===== src/vx_config_pkg.sv =====
package vx_config_pkg;

    localparam int WORD_WIDTH          = 32;
    localparam int CSR_ADDR_WIDTH      = 12;
    localparam int IO_LOCAL_TAG_WIDTH  = 4;
    localparam int NUM_CLUSTERS_DEFAULT = 4;

    // Data word on the CSR and I/O paths
    typedef logic [WORD_WIDTH-1:0]         word_t;
    typedef logic [CSR_ADDR_WIDTH-1:0]     csr_addr_t;

    // Tag a cluster attaches to its console writes
    typedef logic [IO_LOCAL_TAG_WIDTH-1:0] io_local_tag_t;

endpackage


===== src/vx_csr_pkg.sv =====
package vx_csr_pkg;

    // Four consecutive scratch registers start here
    localparam vx_config_pkg::csr_addr_t CSR_SCRATCH_BASE = 12'h7C0;

    // Read-only cluster index
    localparam vx_config_pkg::csr_addr_t CSR_CLUSTER_ID   = 12'h7C9 - 12'h001;

    // Write sends a console word, read returns the sent count
    localparam vx_config_pkg::csr_addr_t CSR_IO_PUTC      = 12'h7C9;

    // Bit 0 holds the ebreak flag
    localparam vx_config_pkg::csr_addr_t CSR_EBREAK       = 12'h7CA;

    localparam int NUM_SCRATCH = 4;

endpackage

===== src/csr_bus_if.sv =====
`timescale 1ns/1ps

interface csr_bus_if;

    logic                      req_valid;
    vx_config_pkg::csr_addr_t  req_addr;
    logic                      req_rw;
    vx_config_pkg::word_t      req_data;
    logic                      req_ready;

    logic                      rsp_valid;
    vx_config_pkg::word_t      rsp_data;
    logic                      rsp_ready;

    modport router (
        output req_valid, req_addr, req_rw, req_data, rsp_ready,
        input  req_ready, rsp_valid, rsp_data
    );

    modport unit (
        input  req_valid, req_addr, req_rw, req_data, rsp_ready,
        output req_ready, rsp_valid, rsp_data
    );

endinterface


===== src/io_req_if.sv =====
`timescale 1ns/1ps

interface io_req_if;

    logic                          valid;
    vx_config_pkg::word_t          data;
    vx_config_pkg::io_local_tag_t  tag;
    logic                          ready;

    modport unit (
        output valid, data, tag,
        input  ready
    );

    modport arbiter (
        input  valid, data, tag,
        output ready
    );

endinterface


===== src/cluster_csr_unit.sv =====
`timescale 1ns/1ps

module cluster_csr_unit #(
    parameter int CLUSTER_ID = 0
) (
    input  logic     clk,
    input  logic     reset,
    csr_bus_if.unit  bus,
    io_req_if.unit   io,
    output logic     busy,
    output logic     ebreak
);

    localparam int AW = vx_config_pkg::CSR_ADDR_WIDTH;

    vx_config_pkg::word_t  scratch [vx_csr_pkg::NUM_SCRATCH];
    vx_config_pkg::word_t  putc_count;
    vx_config_pkg::word_t  read_data;
    logic                  ebreak_flag;
    logic                  is_scratch;
    logic                  is_putc_wr;
    logic                  is_ebreak_wr;
    logic                  req_fire;

    // Scratch block is 4-aligned, so the upper bits pick it out
    assign is_scratch   = (bus.req_addr[AW-1:2] == vx_csr_pkg::CSR_SCRATCH_BASE[AW-1:2]);
    assign is_putc_wr   = bus.req_rw && (bus.req_addr == vx_csr_pkg::CSR_IO_PUTC);
    assign is_ebreak_wr = bus.req_rw && (bus.req_addr == vx_csr_pkg::CSR_EBREAK);

    // A console write waits until the previous one has left
    assign bus.req_ready = !bus.rsp_valid && !(is_putc_wr && io.valid);
    assign req_fire      = bus.req_valid && bus.req_ready;

    always_comb begin
        if (is_scratch) begin
            read_data = scratch[bus.req_addr[1:0]];
        end else begin
            case (bus.req_addr)
                vx_csr_pkg::CSR_CLUSTER_ID: read_data = vx_config_pkg::word_t'(CLUSTER_ID);
                vx_csr_pkg::CSR_IO_PUTC:    read_data = putc_count;
                vx_csr_pkg::CSR_EBREAK:     read_data = {31'b0, ebreak_flag};
                default:                    read_data = '0;
            endcase
        end
    end

    always_ff @(posedge clk) begin
        if (reset) begin
            bus.rsp_valid <= 1'b0;
            io.valid      <= 1'b0;
            ebreak_flag   <= 1'b0;
            putc_count    <= '0;
        end else begin
            if (bus.rsp_valid && bus.rsp_ready) begin
                bus.rsp_valid <= 1'b0;
            end else if (req_fire) begin
                bus.rsp_valid <= 1'b1;
            end

            if (io.valid && io.ready) begin
                io.valid <= 1'b0;
            end else if (req_fire && is_putc_wr) begin
                io.valid   <= 1'b1;
                putc_count <= putc_count + 1'b1;
            end

            if (req_fire && is_ebreak_wr) begin
                ebreak_flag <= bus.req_data[0];
            end
        end
    end

    always_ff @(posedge clk) begin
        if (req_fire) begin
            // Writes answer with zero
            bus.rsp_data <= bus.req_rw ? '0 : read_data;
        end
        if (req_fire && bus.req_rw && is_scratch) begin
            scratch[bus.req_addr[1:0]] <= bus.req_data;
        end
        if (req_fire && is_putc_wr) begin
            io.data <= bus.req_data;
            // tag is the count before this write
            io.tag  <= putc_count[vx_config_pkg::IO_LOCAL_TAG_WIDTH-1:0];
        end
    end

    assign busy   = io.valid;
    assign ebreak = ebreak_flag;

endmodule


===== src/csr_io_router.sv =====
`timescale 1ns/1ps

module csr_io_router #(
    parameter int NUM_CLUSTERS = 4
) (
    input  logic                             clk,
    input  logic                             reset,

    input  logic                             csr_io_req_valid,
    input  logic [$clog2(NUM_CLUSTERS)-1:0]  csr_io_req_coreid,
    input  vx_config_pkg::csr_addr_t         csr_io_req_addr,
    input  logic                             csr_io_req_rw,
    input  vx_config_pkg::word_t             csr_io_req_data,
    output logic                             csr_io_req_ready,

    output logic                             csr_io_rsp_valid,
    output vx_config_pkg::word_t             csr_io_rsp_data,
    input  logic                             csr_io_rsp_ready,

    csr_bus_if.router                        buses [NUM_CLUSTERS],

    output logic                             busy
);

    localparam int CLUSTER_BITS = $clog2(NUM_CLUSTERS);

    typedef enum logic [1:0] {
        ST_IDLE,
        ST_REQ,
        ST_WAIT,
        ST_RSP
    } state_t;

    state_t                    state;
    logic [CLUSTER_BITS-1:0]   sel_q;
    vx_config_pkg::csr_addr_t  addr_q;
    logic                      rw_q;
    vx_config_pkg::word_t      data_q;
    vx_config_pkg::word_t      rsp_data_q;

    logic [NUM_CLUSTERS-1:0]   bus_req_ready;
    logic [NUM_CLUSTERS-1:0]   bus_rsp_valid;
    vx_config_pkg::word_t      bus_rsp_data [NUM_CLUSTERS];

    // Payload goes to every bus, only the selected one sees valid
    for (genvar i = 0; i < NUM_CLUSTERS; i++) begin : g_bus
        assign buses[i].req_valid = (state == ST_REQ) && (sel_q == CLUSTER_BITS'(i));
        assign buses[i].req_addr  = addr_q;
        assign buses[i].req_rw    = rw_q;
        assign buses[i].req_data  = data_q;
        assign buses[i].rsp_ready = (state == ST_WAIT) && (sel_q == CLUSTER_BITS'(i));

        assign bus_req_ready[i] = buses[i].req_ready;
        assign bus_rsp_valid[i] = buses[i].rsp_valid;
        assign bus_rsp_data[i]  = buses[i].rsp_data;
    end

    always_ff @(posedge clk) begin
        if (reset) begin
            state <= ST_IDLE;
        end else begin
            case (state)
                ST_IDLE: if (csr_io_req_valid) state <= ST_REQ;
                ST_REQ:  if (bus_req_ready[sel_q]) state <= ST_WAIT;
                ST_WAIT: if (bus_rsp_valid[sel_q]) state <= ST_RSP;
                ST_RSP:  if (csr_io_rsp_ready) state <= ST_IDLE;
                default: state <= ST_IDLE;
            endcase
        end
    end

    always_ff @(posedge clk) begin
        if (state == ST_IDLE && csr_io_req_valid) begin
            sel_q  <= csr_io_req_coreid;
            addr_q <= csr_io_req_addr;
            rw_q   <= csr_io_req_rw;
            data_q <= csr_io_req_data;
        end
        if (state == ST_WAIT && bus_rsp_valid[sel_q]) begin
            rsp_data_q <= bus_rsp_data[sel_q];
        end
    end

    assign csr_io_req_ready = (state == ST_IDLE);
    assign csr_io_rsp_valid = (state == ST_RSP);
    assign csr_io_rsp_data  = rsp_data_q;
    assign busy             = (state != ST_IDLE);

endmodule


===== src/io_arbiter.sv =====
`timescale 1ns/1ps

module io_arbiter #(
    parameter int NUM_CLUSTERS = 4
) (
    input  logic                  clk,
    input  logic                  reset,

    io_req_if.arbiter             ins [NUM_CLUSTERS],

    output logic                  io_req_valid,
    output vx_config_pkg::word_t  io_req_data,
    output logic [$clog2(NUM_CLUSTERS)+vx_config_pkg::IO_LOCAL_TAG_WIDTH-1:0] io_req_tag,
    input  logic                  io_req_ready,

    output logic                  busy
);

    localparam int CLUSTER_BITS = $clog2(NUM_CLUSTERS);

    logic [NUM_CLUSTERS-1:0]       in_valid;
    vx_config_pkg::word_t          in_data [NUM_CLUSTERS];
    vx_config_pkg::io_local_tag_t  in_tag [NUM_CLUSTERS];

    logic [CLUSTER_BITS-1:0]       rr_ptr;
    logic [CLUSTER_BITS-1:0]       grant_idx;
    logic                          grant_valid;
    logic                          out_free;

    assign out_free = !io_req_valid || io_req_ready;

    for (genvar i = 0; i < NUM_CLUSTERS; i++) begin : g_in
        assign in_valid[i] = ins[i].valid;
        assign in_data[i]  = ins[i].data;
        assign in_tag[i]   = ins[i].tag;
        assign ins[i].ready = out_free && grant_valid && (grant_idx == CLUSTER_BITS'(i));
    end

    // Search starts at the pointer and wraps
    always_comb begin
        logic [CLUSTER_BITS-1:0] cand;
        grant_valid = 1'b0;
        grant_idx   = rr_ptr;
        for (int k = 0; k < NUM_CLUSTERS; k++) begin
            cand = rr_ptr + CLUSTER_BITS'(k);
            if (!grant_valid && in_valid[cand]) begin
                grant_valid = 1'b1;
                grant_idx   = cand;
            end
        end
    end

    always_ff @(posedge clk) begin
        if (reset) begin
            io_req_valid <= 1'b0;
            rr_ptr       <= '0;
        end else if (out_free && grant_valid) begin
            io_req_valid <= 1'b1;
            rr_ptr       <= grant_idx + 1'b1;
        end else if (io_req_ready) begin
            io_req_valid <= 1'b0;
        end
    end

    always_ff @(posedge clk) begin
        if (out_free && grant_valid) begin
            io_req_data <= in_data[grant_idx];
            io_req_tag  <= {grant_idx, in_tag[grant_idx]};
        end
    end

    assign busy = io_req_valid;

endmodule


===== src/vortex_top.sv =====
`timescale 1ns/1ps

module vortex_top #(
    parameter int NUM_CLUSTERS = vx_config_pkg::NUM_CLUSTERS_DEFAULT
) (
    input  logic                             clk,
    input  logic                             reset,

    input  logic                             csr_io_req_valid,
    input  logic [$clog2(NUM_CLUSTERS)-1:0]  csr_io_req_coreid,
    input  vx_config_pkg::csr_addr_t         csr_io_req_addr,
    input  logic                             csr_io_req_rw,
    input  vx_config_pkg::word_t             csr_io_req_data,
    output logic                             csr_io_req_ready,

    output logic                             csr_io_rsp_valid,
    output vx_config_pkg::word_t             csr_io_rsp_data,
    input  logic                             csr_io_rsp_ready,

    output logic                             io_req_valid,
    output vx_config_pkg::word_t             io_req_data,
    output logic [$clog2(NUM_CLUSTERS)+vx_config_pkg::IO_LOCAL_TAG_WIDTH-1:0] io_req_tag,
    input  logic                             io_req_ready,

    output logic                             busy,
    output logic                             ebreak
);

    logic                     router_busy;
    logic                     arb_busy;
    logic [NUM_CLUSTERS-1:0]  unit_busy;
    logic [NUM_CLUSTERS-1:0]  unit_ebreak;

    csr_bus_if csr_bus [NUM_CLUSTERS] ();
    io_req_if  io_bus  [NUM_CLUSTERS] ();

    csr_io_router #(
        .NUM_CLUSTERS (NUM_CLUSTERS)
    ) router_i (
        .clk               (clk),
        .reset             (reset),
        .csr_io_req_valid  (csr_io_req_valid),
        .csr_io_req_coreid (csr_io_req_coreid),
        .csr_io_req_addr   (csr_io_req_addr),
        .csr_io_req_rw     (csr_io_req_rw),
        .csr_io_req_data   (csr_io_req_data),
        .csr_io_req_ready  (csr_io_req_ready),
        .csr_io_rsp_valid  (csr_io_rsp_valid),
        .csr_io_rsp_data   (csr_io_rsp_data),
        .csr_io_rsp_ready  (csr_io_rsp_ready),
        .buses             (csr_bus),
        .busy              (router_busy)
    );

    for (genvar i = 0; i < NUM_CLUSTERS; i++) begin : g_cluster
        cluster_csr_unit #(
            .CLUSTER_ID (i)
        ) unit_i (
            .clk    (clk),
            .reset  (reset),
            .bus    (csr_bus[i]),
            .io     (io_bus[i]),
            .busy   (unit_busy[i]),
            .ebreak (unit_ebreak[i])
        );
    end

    io_arbiter #(
        .NUM_CLUSTERS (NUM_CLUSTERS)
    ) io_arb_i (
        .clk          (clk),
        .reset        (reset),
        .ins          (io_bus),
        .io_req_valid (io_req_valid),
        .io_req_data  (io_req_data),
        .io_req_tag   (io_req_tag),
        .io_req_ready (io_req_ready),
        .busy         (arb_busy)
    );

    assign busy   = router_busy || (|unit_busy) || arb_busy;
    assign ebreak = &unit_ebreak;

endmodule


===== config.mk =====
export PLATFORM = sky130hd
export DESIGN_NAME = vortex_top
export DESIGN_NICKNAME = d
export VERILOG_FILES = /design/src/vx_config_pkg.sv /design/src/vx_csr_pkg.sv /design/src/csr_bus_if.sv /design/src/io_req_if.sv /design/src/cluster_csr_unit.sv /design/src/csr_io_router.sv /design/src/io_arbiter.sv /design/src/vortex_top.sv
export SDC_FILE = /design/constraint.sdc
export NUM_CORES = 1
export LEC_CHECK = 0
export CORE_MARGIN = 2
export CORE_UTILIZATION = 25
export CTS_CLUSTER_DIAMETER = 30
export DETAILED_ROUTE_END_ITERATION = 7
export DONT_BUFFER_PORTS = 1
export PLACE_DENSITY_LB_ADDON = 0.08
export SLEW_MARGIN = 20
export SYNTH_ARGS = -nofsm -noshare
export SYNTH_HDL_FRONTEND = slang
export SYNTH_SLANG_ARGS = --single-unit

===== constraint.sdc =====
create_clock -name clk -period 8.6 [get_ports clk]
set_clock_uncertainty 0.05 [all_clocks]
set_input_delay 1.72 -clock clk [delete_from_list [all_inputs] [get_ports clk]]
set_output_delay 1.72 -clock clk [all_outputs]
set_load 0.02 [all_outputs]

## Yosys cells after proc, flatten, opt, wreduce, memory -nomap -nowiden

Memory sizes are Yosys's and may differ from the RTL's. A register that Yosys moved wholly into a read port is not among the register bits.
Index checks and enable logic that the tools add are counted.

| operators by class | value |
|---|---|
| add/subtract/negate cells | 8 |
| $lt $le $gt $ge | 7 |
| equal/unequal tests | 17 |
| multiplexer cells | 55 |
| bitwise gates (word level) | 6 |
| reduce and logical (&&, ||, !) cells | 91 |

Operators by type and width:

| cell | number |
|---|---|
| one-hot mux 32 bit (3 select lines) | 3 |
| two-way mux 32 bit | 8 |
| adder 32 x 1 -> 32 bit (second input constant) | 4 |
| binary-select mux 32 bit (select 2 bit) | 2 |
| one-hot mux 32 bit (2 select lines) | 1 |
| logical AND 1 bit | 56 |
| == test 12 x 11 -> 1 bit (second input constant) | 3 |
| two-way mux 2 bit | 11 |
| two-way mux 1 bit | 20 |
| OR reduction 2 bit | 8 |
| less-than comparator 2 x 3 -> 1 bit (second input constant) | 5 |
| binary-select mux 1 bit (select 2 bit) | 6 |
| == test 2 bit (second input constant) | 6 |
| logical NOT 1 bit | 12 |
| == test 10 x 9 -> 1 bit (second input constant) | 1 |
| binary-select mux 4 bit (select 2 bit) | 1 |
| two-way mux 4 bit | 2 |
| one-hot mux 2 bit (4 select lines) | 1 |
| AND reduction 2 bit | 4 |
| AND reduction 4 bit | 2 |
| == test 2 x 1 -> 1 bit (second input constant) | 3 |
| >= comparator 3 bit (second input constant) | 2 |
| logical NOT 2 bit | 3 |
| inequality test 2 bit (second input constant) | 3 |
| 8 further kinds | 17 |

| storage, ports and cells | value |
|---|---|
| register bits after elaboration | 534 |
| RAM bits | 512 |
| input bits | 52 |
| output and inout bits | 75 |
| logic and storage cells | 226 |
| memories kept | 4 |

Memories:

| name | words | width | read ports | clocked after memory_dff | write ports | line | text |
|---|---|---|---|---|---|---|---|
| g_cluster[0].unit_i.scratch | 4 | 32 | 1 | 1 | 1 | cluster_csr_unit.sv:16 | `vx_config_pkg::word_t scratch [vx_csr_pkg::NUM_SCRATCH];` |
| g_cluster[1].unit_i.scratch | 4 | 32 | 1 | 1 | 1 | cluster_csr_unit.sv:16 |  |
| g_cluster[2].unit_i.scratch | 4 | 32 | 1 | 1 | 1 | cluster_csr_unit.sv:16 |  |
| g_cluster[3].unit_i.scratch | 4 | 32 | 1 | 1 | 1 | cluster_csr_unit.sv:16 |  |

## Longest topological paths before layout

Gate-level depths: netlist (run 1).

| logic depth | value |
|---|---|
| depth in word-level cells | 17 |
| gate-level depth with buffers | 11 |
| depth with buffers taken out | 8 |

## By module

From an unflattened synthesis (run 1), not the netlist that was laid out.

| second synthesis, totals | value |
|---|---|
| cells, all modules | 2,793 |
| area, all modules | 42,971.2 sq um |

By module, submodules not included:

| module | instances | cells an instance | area each (sq um) | sequential area each (sq um) |
|---|---|---|---|---|
| cluster_csr_unit at g_cluster[1].unit_i | 1 | 562 | 9,096.2 | 6,586.3 |
| cluster_csr_unit at g_cluster[3].unit_i | 1 | 560 | 9,049.9 | 6,586.3 |
| cluster_csr_unit at g_cluster[0].unit_i | 1 | 547 | 9,013.6 | 6,586.3 |
| cluster_csr_unit at g_cluster[2].unit_i | 1 | 549 | 8,903.5 | 6,586.3 |
| csr_io_router | 1 | 293 | 4,465.5 | 2,412.3 |
| io_arbiter | 1 | 278 | 2,419.8 | 1,201.2 |
| vortex_top | 1 | 4 | 22.5 | 0.0 |

## Worst setup path before layout (run 1)

OpenSTA, ideal clock, no wires.

| path | value |
|---|---|
| path kind | flip-flop to flip-flop |
| start point | reg router_i.addr_q[11] (netlist: router_i.buses[0].req_addr[11]) |
| end point | mem g_cluster[0].unit_i.scratch[3][0] in the netlist's numbering, enable pin |
| library setup time | 0.421 ns |
| arrival | 3.330 ns |
| required time | 8.129 ns |
| slack | 4.799 ns |
| cell stages (with the launch flop) | 7 |
| path buffers | 1 |
| period minus slack after synthesis | 3.801 ns |
| path through | edfxtp_1 -> or4b_4 -> or2_2 -> nor3_2 -> buf_2 -> nand4_1 -> nor2_1 |

| between the ends | value |
|---|---|
| word-level cells in the longest chain between the ends | 10 |
| elaborated cells between the ends (all ways) | 11 |
| those cells by class | eq/ne: 2; mux: 2; reduce/logical: 7 |

Ends and longest elaborated chain:

| element | line | text |
|---|---|---|
| from (decl) | csr_io_router.sv:36 | `vx_config_pkg::csr_addr_t addr_q;` |
| from (signal assigned) | csr_io_router.sv:75 | `addr_q <= csr_io_req_addr;` |
| == test 12 x 11 -> 1 bit | cluster_csr_unit.sv:27 | `assign is_putc_wr = bus.req_rw && (bus.req_addr == vx_csr_pkg::CSR_IO_PUTC);` |
| logical AND 1 bit | cluster_csr_unit.sv:27 |  |
| logical AND 1 bit | cluster_csr_unit.sv:31 | `assign bus.req_ready = !bus.rsp_valid && !(is_putc_wr && io.valid);` |
| logical NOT 1 bit | cluster_csr_unit.sv:31 |  |
| logical AND 1 bit | cluster_csr_unit.sv:31 |  |
| logical AND 1 bit | cluster_csr_unit.sv:32 | `assign req_fire = bus.req_valid && bus.req_ready;` |
| logical AND 1 bit | cluster_csr_unit.sv:78 | `if (req_fire && bus.req_rw && is_scratch) begin` |
| logical AND 1 bit * | cluster_csr_unit.sv:78 |  |
| two-way mux 1 bit * | cluster_csr_unit.sv:78 |  |
| two-way mux 1 bit (not written as such) * | cluster_csr_unit.sv:79 | `scratch[bus.req_addr[1:0]] <= bus.req_data;` |
| to (decl) | cluster_csr_unit.sv:16 |  |

Mark *: on every way between the ends. The rest lies on a longest branch, timed or not.

## Worst setup path after layout (run 1)

| path | value |
|---|---|
| start point | reg g_cluster[1].unit_i.io.valid |
| end point | out busy |

| between the ends | value |
|---|---|
| word-level cells in the longest chain between the ends | 3 |

Ends and longest elaborated chain:

| element | line | text |
|---|---|---|
| from (decl) | io_req_if.sv:11 | `output valid, data, tag,` |
| from (signal assigned) | cluster_csr_unit.sv:50 | `io.valid <= 1'b0;` |
| from (signal assigned) | cluster_csr_unit.sv:61 | `io.valid <= 1'b0;` |
| from (signal assigned) | cluster_csr_unit.sv:63 | `io.valid <= 1'b1;` |
| OR reduction 4 bit | vortex_top.sv:81 | `assign busy = router_busy \|\| (\|unit_busy) \|\| arb_busy;` |
| logical OR 1 bit (2 in series) | vortex_top.sv:81 |  |
| to (decl) | vortex_top.sv:25 | `output logic busy,` |

Every way passes these cells.

==> metrics.csv, run 1 <==
stage,metric,value,unit
critical_path,flop-to-flop setup slack,4.43,ns
clock_tree,cts repair resizes,0,
critical_path,worst-path cell chain,nor4_2 > buf_4 > nand3b_1,
clock_tree,Clock Tree Buf Depth,4,
critical_path,CP required,6.83,ns
routing,DRT Pass-1 Iters,7,
critical_path,Critical Path Source Type,flop,
clock_tree,H-Tree Depth,5,
routing,drt drc,0,
synthesis,mapped cell area,41100,um^2
clock_tree,# hold bufs at CTS,0,
synthesis,Post-synth EDFFs,901,
synthesis,Synth Register Bits,1048,
clock_tree,postcts setup bufs,0,
run,Max-cap violations,0,
synthesis,"Seq/Total Area, Yosys",73.0,%
grt,initial antenna violation count,16,
clock_tree,Worst-path clk slew,0.04,ns
run_status,outcome,completed,
synthesis,fraction of registers with async set/reset,0,%
critical_path,endpoint class of the critical path,output port,
power,Lkg Pwr,16.9,nW
critical_path,worst r2r src,router_i.buses[0].req_addr[11],
floorplanning,# rows,148,
critical_path,"slowest stage delay, CP",0.76,ns
power,PwrDens,332,nW/um^2
sta,fmax,0.226,GHz
synthesis,Synth area leaders,"edfxtp_1 66%, mux4_2 8.8%, dfxtp_1 7.2%, mux2i_1 2.8%, a22oi_1 2.3%",
synthesis,Synth top cells by count,"901 x edfxtp_1, 194 x nor2_1, 161 x mux4_2",
synthesis,post-synthesis cell type count,53,
routing,Vias per Instance,4.74,
sta,# setup viols final,0,
final_layout,Layout area overhead,30.1,%
hold_path,Hold Crit Class,reg -> reg,
power,total power draw,17.8,mW
grt,GRT Util Overall,15.5,%
sta,hold_ws,0.424,ns
synthesis,cell accounting for the most synthesized area,edfxtp_1,
critical_path,cells on worst reg2reg path,6,
sta,Fin. Hold Viols,0,
placement,half-perimeter wire length after placement,79700,um
routing,Routed wire per std cell,25.7,um
clock_tree,clock sinks,1048,
floorplanning,Core ar.,163000,um^2
synthesis,post-synth net total,2522,
floorplanning,I/O pins,127,
final_layout,final core occ,32.8,%
clock_tree,CTS tree,yes,
critical_path,Worst Path Max Fanout,11,
routing,post-route antenna net violation count,0,
sta,Sum Neg Setup Slack,0,ns
hold_path,hold path depth,2,
sta,slew margin rel.,30.3,%
critical_path,CP Class,reg -> out,
routing,Initial DRC Count,1767,
sta,"Slew Viols, Final",0,
hold_path,hold wc startpoint,g_cluster[3].unit_i.bus.rsp_valid,
synthesis,syn avg cell area,16.7,um^2
grt,largest net degree at the start of global routing,157,
clock_tree,clock root cell,clkbuf_16,
floorplanning,die height,410,um
clock_tree,Worst-Skew Late Latency,0.88,ns
placement,port bufs,0,
hold_path,Worst Hold End,g_cluster[3].unit_i.bus.rsp_valid,
floorplanning,effective utilization at floorplan,25.2,%
synthesis,most common cell in the netlist,edfxtp_1,
critical_path,"slowest stage cell, crit path",nor4_2,
routing,total number of vias,24000,
critical_path,Worst path top cell family by delay,simple AND/OR/NAND/NOR gates,
grt,grt total ovfl,0,
placement,Final GP Congestion,0.752,
power,Peak VDD IR,0.000196,V
critical_path,FF-to-FF End,g_cluster[0].unit_i.bus.rsp_data[21],
final_layout,Nets,2730,
critical_path,WP data arrival,2.65,ns
synthesis,post-synthesis cell count,2458,
sta,Slew @ Worst Pin,1.05,ns
sta,fin crit share,51.4,%
synthesis,top_reg_cell synth,edfxtp_1,
sta,RSZ-0062 raised after global routing,no,
critical_path,Critical path buffers and inverters,1,
final_layout,share of layout cells above drive strength 1,24.0,%
floorplanning,die area,168000,um^2
routing,final WL,130000,um
grt,first-pass GRT wire length,186000,um
synthesis,Synth Warn #,0,
sta,Final min period,4.42,ns
clock_tree,cts bufs inserted,295,
grt,vias in the first global route,24800,
synthesis,Synth top area share,65.8,%
floorplanning,DIE WIDTH,410,um
==> stage by stage <==
step                      cells  setup slack [ns]  instance area, um^2
after CTS                  5052              4.09                53400
after global placement     4541              4.62                43800
after global routing       5054              4.05                53500
after detailed placement   4542              4.48                43800
after floorplan            2458              4.80                41100
final                      5062              4.18                53500
==> where the power goes <==
group          internal (mW)  leakage (nW)  switching (mW)
Sequential              5.85          9.33           0.362
Clock                   7.42          4.62            3.05
Combinational          0.447          2.91           0.654
==> sequential cells by signal, indices dropped and copies added, names as in the netlist, 4 cells and up, named ones only <==
register	count
io_arb_i.io_req_data	32
router_i.csr_io_rsp_data	32
router_i.buses.req_addr	12
g_cluster.unit_i.scratch	512
g_cluster.unit_i.bus.rsp_data	128
router_i.buses.req_data	32
g_cluster.unit_i.busy	4
g_cluster.unit_i.ebreak	4
g_cluster.unit_i.putc_count	128
g_cluster.unit_i.io.data	128
io_arb_i.io_req_tag	6
g_cluster.unit_i.bus.rsp_valid	4
g_cluster.unit_i.io.tag	16
==> cells in the final DEF, fill, tap and decap left out, types with 14 or more instances in the layout <==
cell	instances
nand4_1	48
nor2b_1	14
nand3_1	56
clkbuf_1	48
nor2_4	16
o31ai_1	46
o21ai_0	55
nor2_1	178
bufinv_16	35
a22oi_1	124
clkbuf_16	299
edfxtp_1	901
mux4_2	161
clkinv_2	38
nand2_1	60
mux2i_1	116
clkinv_1	37
or4_1	45
clkinvlp_4	23
dfxtp_1	145
buf_4	47
and3_1	17
a21oi_1	115
inv_1	33
or3_1	46
==> layout make-up <==
type	instances	area, um^2
antenna	8	20.0
clock buffer	360	7840
clock inverter	150	1730
fill	15800	109000
inverter	40	155
multi-input combinational	1229	10500
sequential	1048	30000
tap	2175	2720
timing repair buffer	52	455
==> cells by family (layout without fill, tap and decap cells) <==
logic type                 after synthesis  after routing  share of synthesized area [%]
buffers and inverters                  181            602                           1.77
muxes                                  288            288                           11.9
xor gates and xnor gates                23             23                          0.490
DFF                                   1048           1048                           73.0
adders and majority gates               12             12                          0.365
other                                    0              8                              0
AOI/OAI and AO/OA                      353            353                           5.44
and+or+nand+nor                        553            553                           7.03
==> metal layers <==
layer	vias to the layer above	global-route usage, %	part of all wire, %
met4	2	5.32	2.7
li1	10400	-	-
met5	-	0	0.0061
met1	12500	21.5	46
met2	790	23.8	46
met3	272	3.41	5.7
==> worst max-delay path by stage <==
stage                                        start                                   end  slack, ns  cells past startpoint
finish                    g_cluster[1].unit_i.busy                                  busy       4.18                      3
global route              g_cluster[1].unit_i.busy                                  busy       4.05                      3
CTS                       g_cluster[1].unit_i.busy                                  busy       4.09                      3
detailed placement  router_i.buses[0].req_addr[11]  g_cluster[2].unit_i.bus.rsp_data[26]       4.48                      6
global placement          router_i.buses[0].req_rw       g_cluster[1].unit_i.io.data[28]       4.62                      7
floorplan           router_i.buses[0].req_addr[11]     g_cluster[0].unit_i.scratch[3][0]       4.80                      6
==> worst min-delay path: stages (launching register included) <==
cell and delay (ns):
dfxtp_1 0.31, nand2_1 0.06, a21oi_1 0.05
Power figures use the tool's default switching activity.
==> run 2: changes to the inputs <==
==> constraint.sdc (replaced) <==
create_clock -name clk -period 4.3 [get_ports clk]
set_clock_uncertainty 0.05 [all_clocks]
set_input_delay 0.86 -clock clk [delete_from_list [all_inputs] [get_ports clk]]
set_output_delay 0.86 -clock clk [all_outputs]
set_load 0.02 [all_outputs]
==> run 2 against run 1 <==
Setup slack worse by 3.4 ns. Highest routed layer unchanged. Wire length up 2.7%. Critical path type unchanged. Largest cell class unchanged. Utilization up 0.64 points.
==> metrics.csv, run 2 (synthesized netlist as in run 1, its figures left out) <==
stage,metric,value,unit,change
sta,Final min period,3.54,ns,
sta,slew margin rel.,26.7,%,-3.6 points
critical_path,CP Class,reg -> out,,
power,Peak VDD IR,0.000465,V,+140%
routing,max layer used,met5,,
final_layout,Nets,2801,,+2.6%
critical_path,Worst Setup SP,g_cluster[1].unit_i.busy,,
final_layout,Non-Filler Instances,5147,,+1.7%
placement,"worst slack, placed",1.00,ns,-3.48 ns
critical_path,endpoint class of the critical path,output port,,
routing,post-route antenna net violation count,0,,unchanged
grt,vias in the first global route,25400,,+2.2%
sta,"Slew Viols, Final",0,,unchanged
hold_path,Hold Crit Class,in -> reg,,
grt,initial antenna violation count,13,,-3
routing,wire length on met3,7810,um,+4.7%
clock_tree,postcts setup bufs,0,,unchanged
run,Max-cap violations,0,,unchanged
placement,Cells after DPL,4563,,+0.46%
sta,# setup viols final,0,,unchanged
clock_tree,Clock Tree Buf Depth,4,,unchanged
critical_path,worst r2r src,router_i.buses[0].req_addr[11],,
grt,GRT Util Overall,15.9,%,+0.42 points
sta,Sum Neg Setup Slack,0,ns,unchanged
sta,Slew @ Worst Pin,1.10,ns,+0.0539 ns
clock_tree,Worst-Skew Late Latency,0.89,ns,about the same
floorplanning,# rows,148,,unchanged
hold_path,hold wc startpoint,reset,,
routing,drt drc,0,,unchanged
sta,Fin. Hold Viols,0,,unchanged
critical_path,FF-to-FF End,g_cluster[0].unit_i.scratch[1][20],,
power,Lkg Pwr,17.3,nW,+2.5%
floorplanning,effective utilization at floorplan,25.2,%,unchanged
critical_path,Critical Path Source Type,flop,,
floorplanning,DIE WIDTH,410,um,unchanged
grt,largest net degree at the start of global routing,137,,-13%
floorplanning,Core ar.,163000,um^2,unchanged
critical_path,WP data arrival,2.63,ns,-0.02 ns
routing,Vias per Instance,4.72,,-0.37%
final_layout,max reg flops,512,,unchanged
routing,wire length on met2,61400,um,+3.0%
sta,fmax,0.283,GHz,
critical_path,CP required,3.39,ns,-3.44 ns
placement,half-perimeter wire length after placement,84100,um,+5.6%
clock_tree,CTS tree,yes,,
critical_path,flop-to-flop setup slack,0.92,ns,-3.51 ns
floorplanning,I/O pins,127,,unchanged
critical_path,Worst Path Max Fanout,11,,unchanged
clock_tree,H-Tree Depth,5,,unchanged
floorplanning,die area,168000,um^2,unchanged
critical_path,cells on worst reg2reg path,6,,unchanged
hold_path,Worst Hold End,g_cluster[1].unit_i.putc_count[24],,
clock_tree,cts bufs inserted,297,,+0.68%
grt,first-pass GRT wire length,190000,um,+2.1%
final_layout,Layout area overhead,32.6,%,
sta,fin crit share,82.2,%,
final_layout,Filler Cells Inserted,15700,,-0.25%
hold_path,hold path depth,1,,-1
final_layout,"commonest cells after routing, fill and taps aside","901 x edfxtp_1, 305 x clkbuf_16, 178 x nor2_1",,
routing,WL met1,61500,um,+3.0%
clock_tree,clock root cell,clkbuf_16,,
final_layout,"leading cell type in the layout, fill and taps excluded",edfxtp_1,,
final_layout,share of layout cells above drive strength 1,25.1,%,+1.1 points
placement,Final GP Congestion,0.773,,+2.8%
sta,final setup margin,0.765,ns,-3.41 ns
power,PwrDens,664,nW/um^2,+100%
routing,DRT Pass-1 Iters,5,,-2
floorplanning,die height,410,um,unchanged
grt,grt total ovfl,0,,unchanged
routing,total number of vias,24300,,+1.3%
clock_tree,Worst-path clk slew,0.05,ns,about the same
sta,RSZ-0062 raised after global routing,no,,
routing,Routed wire per std cell,26.0,um,+0.99%
routing,Initial DRC Count,1897,,+7.4%
routing,final WL,134000,um,+2.7%
clock_tree,clock sinks,1048,,unchanged
placement,port bufs,0,,unchanged
run_status,outcome,completed,,
-- run 2: through the flow --
stage	total power, mW	hold WS, ns	cell area [um^2]	utilization [%]
global placement	15.0	0.414	44200	27.1
CTS	36.7	0.0103	54500	33.4
global route	37.5	0.0161	54500	33.4
finish	36.2	0.0785	54500	33.5
detailed placement	15.0	0.422	44200	27.1
floorplan	13.6	0.391	41100	-
-- run 2: power by group --
part	internal (mW)	total, mW	leakage (nW)	switching, mW
clock network	15.1	21.4	4.71	6.37
registers	11.7	12.4	9.33	0.683
logic	0.962	2.38	3.25	1.42
-- run 2: area by class of cell --
| type | instances | area (um^2) | share of cell area (%) |
|---|---|---|---|
| tap | 2175 | 2720 | 4.99 |
| inverter | 40 | 151 | 0.278 |
| timing repair buffer | 121 | 1240 | 2.28 |
| multi-input combinational | 1229 | 10500 | 19.3 |
| clock inverter | 176 | 1980 | 3.64 |
| sequential | 1048 | 30000 | 55.0 |
| clock buffer | 345 | 7830 | 14.4 |
| antenna | 13 | 32.5 | 0.0597 |
-- run 2: worst max-delay path by stage --
stage	end	slack (ns)	depth (start not counted)
after floorplan	g_cluster[0].unit_i.scratch[3][0]	0.50	6
after global placement	g_cluster[2].unit_i.scratch[3][24]	1.0	6
after detailed placement	g_cluster[0].unit_i.scratch[0][28]	1.00	6
after CTS	busy	0.63	3
after global routing	busy	0.62	3
final	busy	0.76	3
-- run 2: routing by layer --
layer	track usage [%]	vias up
met5	0	-
met4	5.29	2
met3	3.98	237
met2	24.5	772
met1	21.9	12700
li1	-	10500
-- run 2: worst max-delay path: stages (launching register included) --
cell	delay (ns)
dfxtp_1	0.57
nor4_1	0.71
buf_4	0.27
nand3b_1	0.21
-- run 2: timing repair --
action / in CTS / in global routing
hold buffers: 48 / 0
setup endpoints to repair: 0 / 0
resized for setup: 0 / 0
endpoints found under the hold margin: 68 / 0
